--- config.mk ---
export PLATFORM = sky130hd
export DESIGN_NAME = sensorFusionTop
export DESIGN_NICKNAME = d
export VERILOG_FILES = /design/src/verilog/fusionPkg.sv /design/src/verilog/sampleCapture.sv /design/src/verilog/offsetCorrect.sv /design/src/verilog/complementaryFilter.sv /design/src/verilog/angleLimiter.sv /design/src/verilog/sensorFusionTop.sv
export VERILOG_INCLUDE_DIRS = /design/src /design/src/verilog
export SDC_FILE = /design/constraint.sdc
export NUM_CORES = 1
export LEC_CHECK = 0
export ABC_CLOCK_PERIOD_IN_PS = 54500
export CAP_MARGIN = 30
export CORE_ASPECT_RATIO = 1.25
export CORE_MARGIN = 3
export CORE_UTILIZATION = 60
export CTS_CLUSTER_SIZE = 28
export DETAILED_ROUTE_END_ITERATION = 8
export DONT_BUFFER_PORTS = 1
export PLACE_DENSITY = 0.83
export REMOVE_ABC_BUFFERS = 1
export SKIP_CTS_REPAIR_TIMING = 1
export SYNTH_ARGS = -nofsm -noshare
export SYNTH_HDL_FRONTEND = slang
export SYNTH_HIERARCHICAL = 1
export SYNTH_SLANG_ARGS = --single-unit
--- constraint.sdc ---
create_clock -name DataReady -period 54.5 [get_ports DataReady]
set_input_delay 5.45 -clock DataReady [delete_from_list [all_inputs] [get_ports DataReady]]
set_output_delay 5.45 -clock DataReady [all_outputs]
set_load 0.01 [all_outputs]
--- src/verilog/fusion_consts.svh ---
/*
 * Fusion constants
 * Sample format, calibration offsets and complementary filter coefficients
 */

`ifndef FUSION_CONSTS_SVH
`define FUSION_CONSTS_SVH

// Width of raw samples, corrected samples and the angle
`define SAMPLE_WIDTH 10

// Per-axis calibration offsets, measured on the bench with the vehicle level
`define ACCEL_OFFSET 8
`define GYRO_OFFSET (-7)

// Gyro path weight in hundredths; the accelerometer path gets the remainder
`define FILTER_WEIGHT 94

// Leak applied to the previous angle each sample, in hundredths
`define ANGLE_DECAY 99

// Converts one period of gyro rate into angle units
`define GYRO_DIVISOR 3

// Common denominator of the weights
`define FILTER_SCALE 100

// Magnitude bound the vehicle controller expects on the output
`define ANGLE_LIMIT 255

`endif

--- src/verilog/fusionPkg.sv ---
/*
 * Fusion types
 * Sample, angle and filter accumulator types shared by the pipeline stages
 */

`include "fusion_consts.svh"

package fusionPkg;

	// One signed axis sample as delivered by the IMU
	typedef logic signed [`SAMPLE_WIDTH-1:0] sample_t;

	// Tilt angle, same width as a sample
	typedef logic signed [`SAMPLE_WIDTH-1:0] angle_t;

	// Intermediate for the blend arithmetic
	// 24 bits leaves headroom over the largest weighted product
	typedef logic signed [23:0] filterAcc_t;

endpackage

--- src/verilog/sampleCapture.sv ---
/*
 * Sample capture stage
 * Registers the raw accelerometer and gyro pair and starts the valid bit
 */

`timescale 1ns/1ps

module sampleCapture
	import fusionPkg::*;
(
	// Sample strobe from the IMU, used as the pipeline clock
	input  logic    DataReady,
	input  logic    rst,
	input  sample_t Accel,
	input  sample_t Gyro,
	output sample_t rawAccel,
	output sample_t rawGyro,
	output logic    captureValid
);

	// Both axes are sampled together so they stay aligned through the pipeline
	always_ff @(posedge DataReady) begin
		if (rst) begin
			rawAccel <= '0;
			rawGyro  <= '0;
		end else begin
			rawAccel <= Accel;
			rawGyro  <= Gyro;
		end
	end

	// The first edge out of reset carries the first real pair
	// After that every edge is a sample, so the bit just stays set
	always_ff @(posedge DataReady) begin
		if (rst) begin
			captureValid <= 1'b0;
		end else begin
			captureValid <= 1'b1;
		end
	end

endmodule

--- src/verilog/offsetCorrect.sv ---
/*
 * Offset correction stage
 * Adds a calibration offset to one axis and saturates to the sample range
 */

`timescale 1ns/1ps

module offsetCorrect
	import fusionPkg::*;
#(
	// Calibration offset for this axis
	parameter int Offset = 0
) (
	input  logic    DataReady,
	input  logic    rst,
	input  sample_t sampleIn,
	input  logic    validIn,
	output sample_t sampleOut,
	output logic    validOut
);

	// Range of a signed sample
	localparam int SampleMax = 2 ** ($bits(sample_t) - 1) - 1;
	localparam int SampleMin = -(2 ** ($bits(sample_t) - 1));

	int      sumWide;
	sample_t satSample;

	// The sum is formed at integer width so an edge sample cannot wrap
	always_comb begin
		sumWide = int'(sampleIn) + Offset;
		if (sumWide > SampleMax) begin
			satSample = sample_t'(SampleMax);
		end else if (sumWide < SampleMin) begin
			satSample = sample_t'(SampleMin);
		end else begin
			satSample = sample_t'(sumWide);
		end
	end

	// Corrected sample and its valid bit advance together
	always_ff @(posedge DataReady) begin
		if (rst) begin
			sampleOut <= '0;
			validOut  <= 1'b0;
		end else begin
			sampleOut <= satSample;
			validOut  <= validIn;
		end
	end

endmodule

--- src/verilog/complementaryFilter.sv ---
/*
 * Complementary filter
 * Blends the integrated gyro rate with the accelerometer angle
 * and holds the resulting tilt angle as its state
 */

`timescale 1ns/1ps

`include "fusion_consts.svh"

module complementaryFilter
	import fusionPkg::*;
(
	input  logic    DataReady,
	input  logic    rst,
	input  sample_t corrAccel,
	input  sample_t corrGyro,
	input  logic    validIn,
	output angle_t  filterAngle,
	output logic    filterValid
);

	// Coefficients at accumulator width so the arithmetic stays signed and 24 bits
	localparam filterAcc_t GyroWeight  = `FILTER_WEIGHT;
	localparam filterAcc_t AccelWeight = `FILTER_SCALE - `FILTER_WEIGHT;
	localparam filterAcc_t Decay       = `ANGLE_DECAY;
	localparam filterAcc_t GyroDivisor = `GYRO_DIVISOR;
	localparam filterAcc_t Scale       = `FILTER_SCALE;

	// Saturation bounds of the angle state
	localparam filterAcc_t AngleMax = 2 ** (`SAMPLE_WIDTH - 1) - 1;
	localparam filterAcc_t AngleMin = -(2 ** (`SAMPLE_WIDTH - 1));

	filterAcc_t gyroStep;
	filterAcc_t decayedAngle;
	filterAcc_t gyroPath;
	filterAcc_t weightedGyro;
	filterAcc_t weightedAccel;
	filterAcc_t blendSum;
	filterAcc_t blendAngle;
	angle_t     angleNext;

	// All divisions truncate toward zero, matching the signed divide in SV
	always_comb begin
		// Rate over one sample period becomes an angle step
		gyroStep = filterAcc_t'(corrGyro) / GyroDivisor;

		// Previous angle leaks slightly so gyro drift does not accumulate
		decayedAngle = filterAcc_t'(filterAngle) * Decay;

		// Gyro estimate of the new angle, back in angle units
		gyroPath = (decayedAngle - gyroStep) / Scale;

		// Weighted blend; the accelerometer pulls the estimate toward gravity
		weightedGyro  = GyroWeight * gyroPath;
		weightedAccel = filterAcc_t'(corrAccel) * AccelWeight;
		blendSum      = weightedGyro + weightedAccel;
		blendAngle    = blendSum / Scale;

		// Clamp to the signed sample range before it goes back into the state
		if (blendAngle > AngleMax) begin
			angleNext = angle_t'(AngleMax);
		end else if (blendAngle < AngleMin) begin
			angleNext = angle_t'(AngleMin);
		end else begin
			angleNext = angle_t'(blendAngle);
		end
	end

	// State moves only on real samples, so the empty slots
	// behind reset never disturb the starting angle of zero
	always_ff @(posedge DataReady) begin
		if (rst) begin
			filterAngle <= '0;
		end else if (validIn) begin
			filterAngle <= angleNext;
		end
	end

	// Valid follows the input by one edge, same as the state
	always_ff @(posedge DataReady) begin
		if (rst) begin
			filterValid <= 1'b0;
		end else begin
			filterValid <= validIn;
		end
	end

endmodule

--- src/verilog/angleLimiter.sv ---
/*
 * Angle limiter
 * Clamps the filtered angle to the published output range and registers it
 */

`timescale 1ns/1ps

`include "fusion_consts.svh"

module angleLimiter
	import fusionPkg::*;
(
	input  logic   DataReady,
	input  logic   rst,
	input  angle_t filterAngle,
	input  logic   filterValid,
	output angle_t ResolvedAngle,
	output logic   AngleValid
);

	// The controller downstream is tuned for a symmetric range
	localparam angle_t LimitPos = angle_t'(`ANGLE_LIMIT);
	localparam angle_t LimitNeg = angle_t'(-`ANGLE_LIMIT);

	angle_t clampedAngle;

	// The filter state may run out to the full sample range; only the output is bounded
	always_comb begin
		if (filterAngle > LimitPos) begin
			clampedAngle = LimitPos;
		end else if (filterAngle < LimitNeg) begin
			clampedAngle = LimitNeg;
		end else begin
			clampedAngle = filterAngle;
		end
	end

	// Output register, last stage of the pipeline
	always_ff @(posedge DataReady) begin
		if (rst) begin
			ResolvedAngle <= '0;
			AngleValid    <= 1'b0;
		end else begin
			ResolvedAngle <= clampedAngle;
			AngleValid    <= filterValid;
		end
	end

endmodule

--- src/verilog/sensorFusionTop.sv ---
/*
 * Sensor fusion top
 * Capture, offset correction, complementary filter and limiter in one pipeline
 */

`timescale 1ns/1ps

`include "fusion_consts.svh"

module sensorFusionTop
	import fusionPkg::*;
(
	input  logic    DataReady,
	input  logic    rst,
	input  sample_t Accel,
	input  sample_t Gyro,
	output angle_t  ResolvedAngle,
	output logic    AngleValid
);

	sample_t rawAccel;
	sample_t rawGyro;
	logic    captureValid;
	sample_t corrAccel;
	sample_t corrGyro;
	logic    corrValid;
	angle_t  filterAngle;
	logic    filterValid;

	// Stage 1, raw pair registered on the strobe
	sampleCapture capture (
		.DataReady    (DataReady),
		.rst          (rst),
		.Accel        (Accel),
		.Gyro         (Gyro),
		.rawAccel     (rawAccel),
		.rawGyro      (rawGyro),
		.captureValid (captureValid)
	);

	// Stage 2, per-axis calibration
	// Both instances see the same valid, so only the gyro copy is forwarded
	offsetCorrect #(.Offset(`ACCEL_OFFSET)) accelOffset (
		.DataReady (DataReady),
		.rst       (rst),
		.sampleIn  (rawAccel),
		.validIn   (captureValid),
		.sampleOut (corrAccel),
		.validOut  ()
	);

	offsetCorrect #(.Offset(`GYRO_OFFSET)) gyroOffset (
		.DataReady (DataReady),
		.rst       (rst),
		.sampleIn  (rawGyro),
		.validIn   (captureValid),
		.sampleOut (corrGyro),
		.validOut  (corrValid)
	);

	// Stage 3, angle state update
	complementaryFilter filter (
		.DataReady   (DataReady),
		.rst         (rst),
		.corrAccel   (corrAccel),
		.corrGyro    (corrGyro),
		.validIn     (corrValid),
		.filterAngle (filterAngle),
		.filterValid (filterValid)
	);

	// Stage 4, range clamp and output register
	angleLimiter limiter (
		.DataReady     (DataReady),
		.rst           (rst),
		.filterAngle   (filterAngle),
		.filterValid   (filterValid),
		.ResolvedAngle (ResolvedAngle),
		.AngleValid    (AngleValid)
	);

endmodule

; After elaboration in Yosys (flattened, before gate mapping)
; Cells that the tools add are included.
; Widths: inputs -> output; s select.
[classes]
n_lt_le_gt_ge = 8
n_addsub = 4
n_mul = 3
reduce_logical = 3
div = 3
muxes = 9
[ops]
columns = op, n
row1 = $gt 32x10->1 const B, 2
row2 = $lt 32x10->1 const B, 2
row3 = $mux 10, 5
row4 = $div 24x8->24 const B, 2
row5 = $add 24x24->24, 1
row6 = $div 24x3->24 const B, 1
row7 = $gt 24x10->1 const B, 1
row8 = $lt 24x10->1 const B, 1
row9 = $mul 7x24->23 const A, 1
row10 = $sub 24x24->24, 1
row11 = $mul 10x8->18 const B, 1
row12 = $mux 9, 2
row13 = $mul 10x3->13 const B, 1
row14 = $add 10x4->11 const B, 1
row15 = $add 10x5->11 const B, 1
row16 = $gt 10x9->1 const B, 1
row17 = $lt 10x9->1 const B, 1
row18 = $mux 8, 1
row19 = $reduce_or 2->1, 3
row20 = $mux 1, 1
[totals]
inputBits = 22
output_inout_bits = 11
register_bits = 64
elab_cells = 43

; Depth between registers and ports, before layout
; Gate-level depths: netlist (run 1).
[logic_depth]
depth_word = 9
mapped_depth = 194
depth_no_buf = 177

; Modules after synthesis
; Netlist (run 1), hierarchy kept.
[modules_own_cells]
columns = mod, cells_per_inst, instances, seq_area_each_um2, area_per_inst_um2
row1 = complementaryFilter, 2670, 1, 220.2, 19042.0
row2 = sampleCapture, 44, 1, 420.4, 619.3
row3 = offsetCorrect at accelOffset, 68, 1, 220.2, 575.6
row4 = offsetCorrect at gyroOffset, 62, 1, 220.2, 544.3
row5 = angleLimiter, 39, 1, 220.2, 399.1

; Worst setup path before layout (run 1)
; Ideal clock, no wire load.
[synth_timing]
path_type = reg2reg
start = reg gyroOffset.sampleOut[0]
end = reg filter.filterAngle[0]
setup_time_ns = 0.137
required_time_ns = 54.363
path_slack_ns = 14.687
t_arrival_ns = 39.676
path_buffers = 10
period_less_slack_ns = 39.813
path_stages_with_launch = 177
path_cell_list = dfxtp_1 inv_1 ha_1 or3b_1 buf_2 o31ai_4 xor2_1 nand2_1 a211o_1 o211ai_2 clkbuf_1 a31oi_1 ha_1 buf_1 a21oi_1 xnor2_2 ha_1 nand2b_1 (+141 left out) o21a_1 nor2_1 buf_4 xnor2_1 nand3_1 o32a_1 a21o_1 a211oi_1 o32a_1 ha_1 inv_1 nor3_4 nand2_1 or4_1 a21oi_1 o2111ai_1 o21ai_2 a211oi_1
[synth_via]
elab_chain_len = 9
elab_cells_between_ends = 10
classes_between = add/sub (2) / mul (1) / div (3) / order compare (2) / mux (2)
[synth_rtl]
columns = item, line
row1 = "start, declared", offsetCorrect.sv:18  ; output sample_t sampleOut,
row2 = "start signal, assigned", offsetCorrect.sv:47  ; sampleOut <= satSample;
row3 = $div 24x3->24 *, complementaryFilter.sv:46  ; gyroStep = filterAcc_t'(corrGyro) / GyroDivisor;
row4 = $sub 24x24->24 *, complementaryFilter.sv:52  ; gyroPath = (decayedAngle - gyroStep) / Scale;
row5 = $div 24x8->24 *, complementaryFilter.sv:52
row6 = $mul 7x24->23 *, complementaryFilter.sv:55  ; weightedGyro = GyroWeight * gyroPath;
row7 = $add 24x24->24 *, complementaryFilter.sv:57  ; blendSum = weightedGyro + weightedAccel;
row8 = $div 24x8->24 *, complementaryFilter.sv:58  ; blendAngle = blendSum / Scale;
row9 = $lt 24x10->1, complementaryFilter.sv:63  ; end else if (blendAngle < AngleMin) begin
row10 = $mux 10, complementaryFilter.sv:63
row11 = $mux 10 *, complementaryFilter.sv:61  ; if (blendAngle > AngleMax) begin
row12 = "end signal, assigned", complementaryFilter.sv:76  ; filterAngle <= angleNext;
row13 = "end, declared", complementaryFilter.sv:19  ; output angle_t filterAngle,
; Every way passes the cells marked *; elsewhere a longest branch is shown, timed or not.
; A chain may end at the register's enable or synchronous reset.

; Final worst setup path (run 1)
[layout_timing]
start = reg gyroOffset.sampleOut[0]
end = reg filter.filterAngle[4]
; Same word-level chain as after synthesis.

==> summary.md, run 1 <==
| Metric | Value |
|---|---|
| Warnings, synthesis | 6 |
| RD Place Congestion | 1.026 |
| Initial antenna violation count | 0 |
| RSZ-0062 raised after global routing | no |
| Average size of a mapped cell | 7.343 sq um |
| Vias per cell | 6.641 |
| Worst-path maximum fanout | 17 |
| Synth Cell Area | 0.02115 sq mm |
| Min-delay worst type | register to register |
| DRT Pass-1 Iters | 8 |
| First-pass GRT wire length | 97.56 mm |
| Clk sink count | 64 |
| Total track usage | 0.2969 |
| Slew headroom | 0.2973 |
| Ant diodes | 0 |
| CP Launch Point | gyroOffset/sampleOut[0] |
| Synthesized instance count | 2881 |
| Reg2reg end | filter/filterAngle[4] |
| Vias in the first global route | 21080 |
| Slowest Stage Delay on Critical Path | 0.83 ns |
| Placed Area | 0.02138 sq mm |
| Port Buffer Count | 0 |
| Setup TNS Final | 0 ns |
| Final WL | 58.21 mm |
| Overflow after GRT | 0 |
| Slowest cell on the critical path | xnor2_1 |
| Critical path depth | 166 |
| Final Hold Fails | 0 |
| Area Overhead vs Synth | 2.603% |
| Die H | 215.9 um |
| CP arrival | 47.37 ns |
| Reg2reg setup slack | 7.31 ns |
| Crit. End Element | register |
| DIE WIDTH | 173.9 um |
| Startpoint Class | register |
| Status | finished clean |
| Fin nets | 3085 |
| Max Slew Vio Count | 0 |
| 1st-iter DRT viols | 1782 |
| Period minus WS final | 47.19 ns |
| CP delay by family, top | compound AO/OA/AOI/OAI gates |
| DR WL/cell | 17.73 um |
| CTS tree | built |
| Clock root buffer | clkbuf_16 |
| RR Startpoint | gyroOffset/sampleOut[0] |
| R2R cell count | 166 |
| Worst-skew pair later-pin latency | 0.33 ns |
| Row count | 76 |
| Period utilization | 0.8659 |
| Clk buf depth | 2 |
| Share of cells above drive strength 1 | 0.07036 |
| Max Fclk | 21.19 MHz |
| Detailed-route via count | 21800 |
| Max-capacitance violation count | 0 |
| Setup Viol. Count Final | 0 |
| Core Box Area | 0.03461 sq mm |
| Crit path capture | filter/filterAngle[4] |
| WS Path Type | register to register |
| Initial core utilization | 0.6112 |
| Final clock skew | 0.008002 ns |
| CP required | 54.68 ns |
| Worst-path clk slew | 0.05 ns |
| CTS Buf Count | 9 |
| Post-route ant nets | 0 |
| Most used cell along the critical path | ha_1 |
| Crit path buf inv count | 10 |
| Die area | 0.03756 sq mm |
| Final instance area | 0.02170 sq mm |
| H-tree levels | 3 |
| Worst-Margin Slew | 1.054 ns |
| Io pins | 33 |
| Largest net degree at the start of global routing | 63 |
| Drc violations | 0 |
| HPWL after DPL | 46.54 mm |
cell usage in the layout, fill, tap and decap left out, types with 29 or more instances in the layout:
cell type	count
fa_1	78
mux2i_1	36
nand4_1	36
ha_1	176
and3_1	36
dfxtp_1	64
xnor2_1	174
a21oi_1	218
nor3_1	82
o21ai_0	110
o21a_1	37
inv_1	230
nand3_1	77
o211ai_1	35
a21o_1	34
a31oi_1	48
or3_1	33
o21ai_1	36
nand2b_1	45
o21bai_1	46
a211oi_1	33
xor2_1	84
nor2b_1	29
nor2_1	261
nand2_1	215
worst min path at each step:
| stage | from | end | slack [ns] | cells past startpoint |
|---|---|---|---|---|
| after floorplan | capture/captureValid | gyroOffset/validOut | 0.41 | 1 |
| after global placement | capture/captureValid | gyroOffset/validOut | 0.42 | 1 |
| after detailed placement | capture/rawAccel[2] | accelOffset/sampleOut[2] | 0.46 | 2 |
| after CTS | filter/filterValid | limiter/AngleValid | 0.47 | 1 |
| after global routing | filter/filterValid | limiter/AngleValid | 0.49 | 1 |
| final | filter/filterValid | limiter/AngleValid | 0.47 | 1 |
layer usage:
layer / track usage / wire length (um) / vias up
li1: - / - / 10420
met1: 0.3518 / 23500 / 10300
met2: 0.5512 / 29340 / 876
met3: 0.02182 / 2787 / 206
met4: 0.1204 / 2581 / 0
met5: 0 / 0 / -
worst register-to-register path, delay by kind of cell (launching register included):
kind,cells,cell delay (ns)
xor+xnor,10,2.50
fa+ha+maj,17,5.89
buf+inv,10,0.82
simple gates,51,14.13
mux,6,2.67
compound gates,72,20.58
flops,1,0.46
sequential cells by signal, summed over array words and instances, names as in the netlist, 10 cells and up:
register and flops:
accelOffset/sampleOut 10, capture/rawAccel 10, capture/rawGyro 10, filter/filterAngle 10, gyroOffset/sampleOut 10, limiter/ResolvedAngle 10
metrics by stage:
step / hold WS (ns) / util / std cells / worst slack [ns]
finish: 0.4705 / 0.6271 / 3282 / 7.309
detailed placement: 0.4560 / 0.6177 / 3266 / 8.520
global route: 0.4857 / 0.6271 / 3282 / 3.653
CTS: 0.4714 / 0.6271 / 3282 / 8.311
floorplan: 0.4138 / - / 2786 / 12.92
global placement: 0.4199 / 0.6173 / 3264 / 10.08
cell type report:
cell class	count	area (sq um)
multi-input cells	2490	18550
fillers	3099	12910
flip-flops and latches	64	1281
inverters	232	870.8
well taps	468	585.6
clock buffers	11	242.7
repair buffers	12	90.09
clock inverters	5	80.08
Power of run 1 is not shown: default switching activity piles up to over one toggle a cycle in this logic, so the estimate is an artifact.
==> inputs of run 2 (changes only) <==
--- a/config.mk
+++ b/config.mk
@@ -6,15 +6,15 @@
 export SDC_FILE = /design/constraint.sdc
 export NUM_CORES = 1
 export LEC_CHECK = 0
-export ABC_CLOCK_PERIOD_IN_PS = 54500
+export ABC_CLOCK_PERIOD_IN_PS = 41400
 export CAP_MARGIN = 30
 export CORE_ASPECT_RATIO = 1.25
 export CORE_MARGIN = 3
-export CORE_UTILIZATION = 60
+export CORE_UTILIZATION = 32
 export CTS_CLUSTER_SIZE = 28
 export DETAILED_ROUTE_END_ITERATION = 8
 export DONT_BUFFER_PORTS = 1
-export PLACE_DENSITY = 0.83
+export PLACE_DENSITY = 0.54
 export REMOVE_ABC_BUFFERS = 1
 export SKIP_CTS_REPAIR_TIMING = 1
 export SYNTH_ARGS = -nofsm -noshare
==> constraint.sdc (replaced) <==
create_clock -name DataReady -period 41.4 [get_ports DataReady]
set_input_delay 4.14 -clock DataReady [delete_from_list [all_inputs] [get_ports DataReady]]
set_output_delay 4.14 -clock DataReady [all_outputs]
set_load 0.1 [all_outputs]
==> run 2 against run 1 <==
Compared with the run above:
- critical path depth up 13
- non-clock buffer count increased by 222
- worst setup slack worse by 5.6 ns
- global-route usage fell by 13 points
- clock skew about the same
- routed wire length up 7.1%
- maximum frequency up 19%
- die area grew 84%
- via count grew 1.1%
- cell area is 17% higher
- largest cell class unchanged
==> summary.md, run 2 (synthesized netlist as in run 1, its figures left out) <==
| Metric | Value |
|---|---|
| Slew headroom | 0.3250 (+0.02770) |
| Clk buf depth | 2 (unchanged) |
| HPWL after DPL | 49.26 mm (+5.8%) |
| Place WS | -0.4404 ns (-8.960 ns) |
| Vias in the first global route | 20440 (-3.0%) |
| Top Usage Layer GRT | met2 |
| Post-route ant nets | 0 (unchanged) |
| Setup ws final | 1.709 ns (-5.600 ns) |
| HP Start | filter/filterValid |
| First-pass GRT wire length | 99.10 mm (+1.6%) |
| WS Path Type | register to register |
| CTS Buf Count | 9 (unchanged) |
| Startpoint Class | register |
| Slowest cell on the critical path | or4b_4 |
| RR Startpoint | gyroOffset/sampleOut[0] |
| Most used cell along the critical path | buf_4 |
| Worst-Margin Slew | 1.005 ns (-0.04877 ns) |
| Total track usage | 0.1645 (-0.1324) |
| RD Place Congestion | 0.9205 (-10%) |
| Port Buffer Count | 0 (unchanged) |
| Reg2reg setup slack | 1.71 ns (-5.60 ns) |
| 1st-iter DRT viols | 1451 (-19%) |
| Final instance area | 0.02539 sq mm (+17%) |
| CP arrival | 39.94 ns (-7.43 ns) |
| Slowest Stage Delay on Critical Path | 0.60 ns (-0.23 ns) |
| Final core occ | 0.3910 (-0.2360) |
| Worst-path maximum fanout | 9 (-8) |
| R2R cell count | 179 (+7.8%) |
| Placed Area | 0.02304 sq mm (+7.8%) |
| Status | finished clean |
| Final Hold Fails | 0 (unchanged) |
| Core Box Area | 0.06493 sq mm (+88%) |
| Area Overhead vs Synth | 20.03% |
| Clock root buffer | clkbuf_16 |
| DR WL/cell | 16.04 um (-9.6%) |
| Period utilization | 0.9587 (+0.09283) |
| Final clock skew | 0.007749 ns (-0.0002521 ns) |
| DIE WIDTH | 236.0 um (+36%) |
| Min-Delay Path Depth | 1 (unchanged) |
| Global-route met1 utilization | 0.2035 (-0.1483) |
| Routing usage on met3 | 0.01756 (-0.004268) |
| Detailed-route via count | 22040 (+1.1%) |
| Reg2reg end | filter/filterAngle[4] |
| Initial core utilization | 0.3258 (-0.2854) |
| Clk sink count | 64 (unchanged) |
| Drc violations | 0 (unchanged) |
| M2 GR Usage | 0.3042 (-0.2470) |
| Fillers | 6622 (+110%) |
| Initial antenna violation count | 1 (+1) |
| Largest net degree at the start of global routing | 63 (unchanged) |
| Overflow after GRT | 0 (unchanged) |
| Vias per cell | 5.666 (-15%) |
| Worst-path clk slew | 0.06 ns (about the same) |
| CP required | 41.65 ns (-13.03 ns) |
| Fin nets | 3311 (+7.3%) |
| H-tree levels | 3 (unchanged) |
| Max Fclk | 25.19 MHz (+19%) |
| Row count | 104 (+37%) |
| Setup Viol. Count Final | 0 (unchanged) |
| Min-delay worst type | register to register |
| Leading cell type in the layout, fill and taps excluded | nor2_1 |
| Die area | 0.06925 sq mm (+84%) |
| Commonest non-fill, non-tap cells in the layout | nor2_1 (248), inv_1 (229), buf_4 (224) |
| Die H | 293.5 um (+36%) |
| Worst Hold End | limiter/AngleValid |
| Io pins | 33 (unchanged) |
| CTS tree | built |
| Crit. End Element | register |
| Share of cells above drive strength 1 | 0.2056 (+0.1352) |
| Period minus WS final | 39.69 ns (-7.500 ns) |
| Max-capacitance violation count | 0 (unchanged) |
| Max Slew Vio Count | 0 (unchanged) |
| Fin Hold WS | 0.4284 ns (-0.04207 ns) |
| DRT Pass-1 Iters | 5 (-3) |
| Final WL | 62.36 mm (+7.1%) |
| Worst-skew pair later-pin latency | 0.33 ns (about the same) |
-- run 2: cell types whose count changed in the layout (fill, tap and decap cells not counted), sizes merged --
cell	previous run	this run
clkbuf	11	10
bufbuf	0	1
bufinv	2	3
diode	0	1
buf	12	233
clkinvlp	2	1
mux2	26	27
o2111a	7	8
o22ai	21	22
a211o	16	17
inv	231	232
-- run 2: worst max-delay path, delay by kind of cell, from the launching register on --
kind	cells	cell delay (ns)
multiplexers	6	1.60
AND/OR/NAND/NOR	43	9.74
flip-flops	1	0.36
XOR/XNOR	10	2.13
buffers and inverters	25	3.30
adder cells (fa/ha/maj)	19	6.38
AO/OA/AOI/OAI	76	16.05
-- run 2: worst max-delay path by stage --
stage | from | slack (ns) | cells past startpoint | end
after CTS | gyroOffset/sampleOut[0] | -0.62 | 178 | filter/filterAngle[8]
after global placement | gyroOffset/sampleOut[0] | -0.33 | 178 | filter/filterAngle[1]
after floorplan | gyroOffset/sampleOut[9] | -0.18 | 164 | filter/filterAngle[0]
after global routing | gyroOffset/sampleOut[0] | -0.48 | 183 | filter/filterAngle[4]
after detailed placement | gyroOffset/sampleOut[0] | -0.44 | 175 | filter/filterAngle[4]
final | gyroOffset/sampleOut[0] | 1.71 | 179 | filter/filterAngle[4]
-- run 2: metrics by stage --
stage | instances | setup TNS, ns
detailed placement | 3800 | -3.884
floorplan | 2786 | -1.641
global placement | 3800 | -2.934
finish | 3889 | 0
global route | 3889 | -4.044
CTS | 3816 | -5.359
-- run 2: metal layers --
metal	up-vias	wire [um]
met5	-	0
li1	10910	-
met4	0	1383
met3	103	2338
met1	10470	26990
met2	555	31650
-- run 2: final cells by class --
type / count / area [sq um] / area share
clock inverter: 6 / 115.1 / 0.004534
timing repair buffer: 234 / 1839 / 0.07244
clock buffer: 10 / 239.0 / 0.009412
multi-input combinational: 2494 / 19980 / 0.7868
inverter: 232 / 870.8 / 0.03430
sequential: 64 / 1285 / 0.05061
tap: 848 / 1061 / 0.04179
antenna: 1 / 2.502 / 0.00009856
Power of run 2 is left out for the same reason.
==> inputs of run 3 (changes only) <==
--- a/config.mk
+++ b/config.mk
@@ -8,7 +8,6 @@
 export LEC_CHECK = 0
 export ABC_CLOCK_PERIOD_IN_PS = 41400
 export CAP_MARGIN = 30
-export CORE_ASPECT_RATIO = 1.25
 export CORE_MARGIN = 3
 export CORE_UTILIZATION = 32
 export CTS_CLUSTER_SIZE = 28
==> run 3 against run 2 <==
Compared with the run above:
- core utilization barely moved
- first-iteration DRC count is 12% higher
- maximum frequency shrank 0.45%
- clock-buffer cell count unchanged
- highest routed layer unchanged
- critical path type unchanged
- clock skew is 0.0028 ns higher
- flip-flop and latch count is the same
- via count fell by 0.80%
==> summary.md, run 3 (synthesized netlist as in run 1, its figures left out) <==
| Metric | Value |
|---|---|
| Status | finished clean |
| CP arrival | 40.08 ns (+0.14 ns) |
| Leading cell type in the layout, fill and taps excluded | nor2_1 |
| Worst-path clk slew | 0.06 ns (about the same) |
| Detailed-route via count | 21860 (-0.80%) |
| Clk buf depth | 2 (unchanged) |
| Io pins | 33 (unchanged) |
| Port Buffer Count | 0 (unchanged) |
| Final WL | 62.07 mm (-0.47%) |
| Largest net degree at the start of global routing | 63 (unchanged) |
| Vias in the first global route | 19660 (-3.8%) |
| Initial antenna violation count | 0 (-1) |
| Commonest non-fill, non-tap cells in the layout | nor2_1 (250), buf_4 (232), inv_1 (227) |
| Total track usage | 0.1620 (-0.002544) |
| Startpoint Class | register |
| Clk sink count | 64 (unchanged) |
| Slew headroom | 0.3095 (-0.01552) |
| Final Hold Fails | 0 (unchanged) |
| Die area | 0.06923 sq mm (about the same) |
| Fillers | 6741 (+1.8%) |
| Worst-skew pair later-pin latency | 0.33 ns (about the same) |
| Setup Viol. Count Final | 0 (unchanged) |
| CTS Buf Count | 9 (unchanged) |
| 1st-iter DRT viols | 1630 (+12%) |
| First-pass GRT wire length | 98.08 mm (-1.0%) |
| Place WS | -0.5333 ns (-0.09282 ns) |
| Post-route ant nets | 0 (unchanged) |
| Overflow after GRT | 0 (unchanged) |
| Most used cell along the critical path | buf_4 |
| Slowest Stage Delay on Critical Path | 0.56 ns (-0.04 ns) |
| Period utilization | 0.9631 (+0.004356) |
| Row count | 93 (-11%) |
| WS Path Type | register to register |
| RD Place Congestion | 0.9325 (+1.3%) |
| Max-capacitance violation count | 0 (unchanged) |
| Clock root buffer | clkbuf_16 |
| CTS tree | built |
| Worst-path maximum fanout | 9 (unchanged) |
| Drc violations | 0 (unchanged) |
| Worst-Margin Slew | 1.028 ns (+0.02311 ns) |
| Core Box Area | 0.06493 sq mm (about the same) |
| HPWL after DPL | 48.27 mm (-2.0%) |
| Vias per cell | 5.602 (-1.1%) |
| Crit. End Element | register |
| Max Fclk | 25.08 MHz (-0.45%) |
| Initial core utilization | 0.3258 (about the same) |
| Area of the multi-input gates | 0.01995 sq mm (-0.12%) |
| DRT Pass-1 Iters | 5 (unchanged) |
| DR WL/cell | 15.91 um (-0.80%) |
| Final clock skew | 0.01055 ns (+0.002801 ns) |
| Ant diodes | 0 (-1) |
| Area Overhead vs Synth | 20.16% |
| H-tree levels | 3 (unchanged) |
| CP required | 41.61 ns (-0.04 ns) |
| Slowest cell on the critical path | or4_4 |
| Die H | 263.1 um (-10%) |
| Setup ws final | 1.528 ns (-0.1803 ns) |
| Min-delay worst type | register to register |
| Max Slew Vio Count | 0 (unchanged) |
| Period minus WS final | 39.87 ns (+0.1803 ns) |
| Fin nets | 3318 (+0.21%) |
| Share of cells above drive strength 1 | 0.2015 (-0.004082) |
| DIE WIDTH | 263.1 um (+12%) |
| Reg area | 0.001284 sq mm (about the same) |
run 3: final cells by class:
cell class	count	area share
clock buffer	10	0.009008
clock inverter	6	0.003593
inverter	232	0.03426
multi-input combinational	2493	0.7850
sequential	64	0.05050
tap	855	0.04209
timing repair buffer	242	0.07556
run 3: path summary, 6_finish.rpt:
kind                                              start                    end  slack [ns]  cells past startpoint
worst max-delay path            gyroOffset/sampleOut[0]  filter/filterAngle[6]        1.53                    178
worst min-delay path                 filter/filterValid     limiter/AngleValid        0.44                      1
worst max register to register  gyroOffset/sampleOut[0]  filter/filterAngle[6]        1.53                    178
worst min register to register       filter/filterValid     limiter/AngleValid        0.44                      1
run 3: metal layers:
metal	routed length, um	GRT usage
met1	29740	0.2335
met2	29150	0.2704
met3	2497	0.009720
met4	680	0.02384
met5	0	0
run 3: worst max-delay path, delay by kind of cell (launching register included):
family / cells / cell delay, ns
AOI/OAI and AO/OA: 79 / 16.72
and+or+nand+nor: 48 / 11.09
adders and majority gates: 17 / 5.52
buffers and inverters: 20 / 2.59
muxes: 7 / 2.16
xor gates and xnor gates: 7 / 1.19
DFF: 1 / 0.36
run 3: through the flow:
| stage | hold WS, ns | cell area [sq um] | instances | util | setup TNS (ns) |
|---|---|---|---|---|---|
| floorplan | 0.4138 | 20700 | 2786 | - | -1.641 |
| global placement | 0.4278 | 23080 | 3813 | 0.3555 | -4.384 |
| global route | 0.4638 | 25420 | 3902 | 0.3915 | -6.598 |
| CTS | 0.4410 | 23410 | 3830 | 0.3606 | -6.133 |
| finish | 0.4395 | 25420 | 3902 | 0.3915 | 0 |
| detailed placement | 0.4277 | 23090 | 3814 | 0.3556 | -4.705 |
Power of run 3 is left out for the same reason.
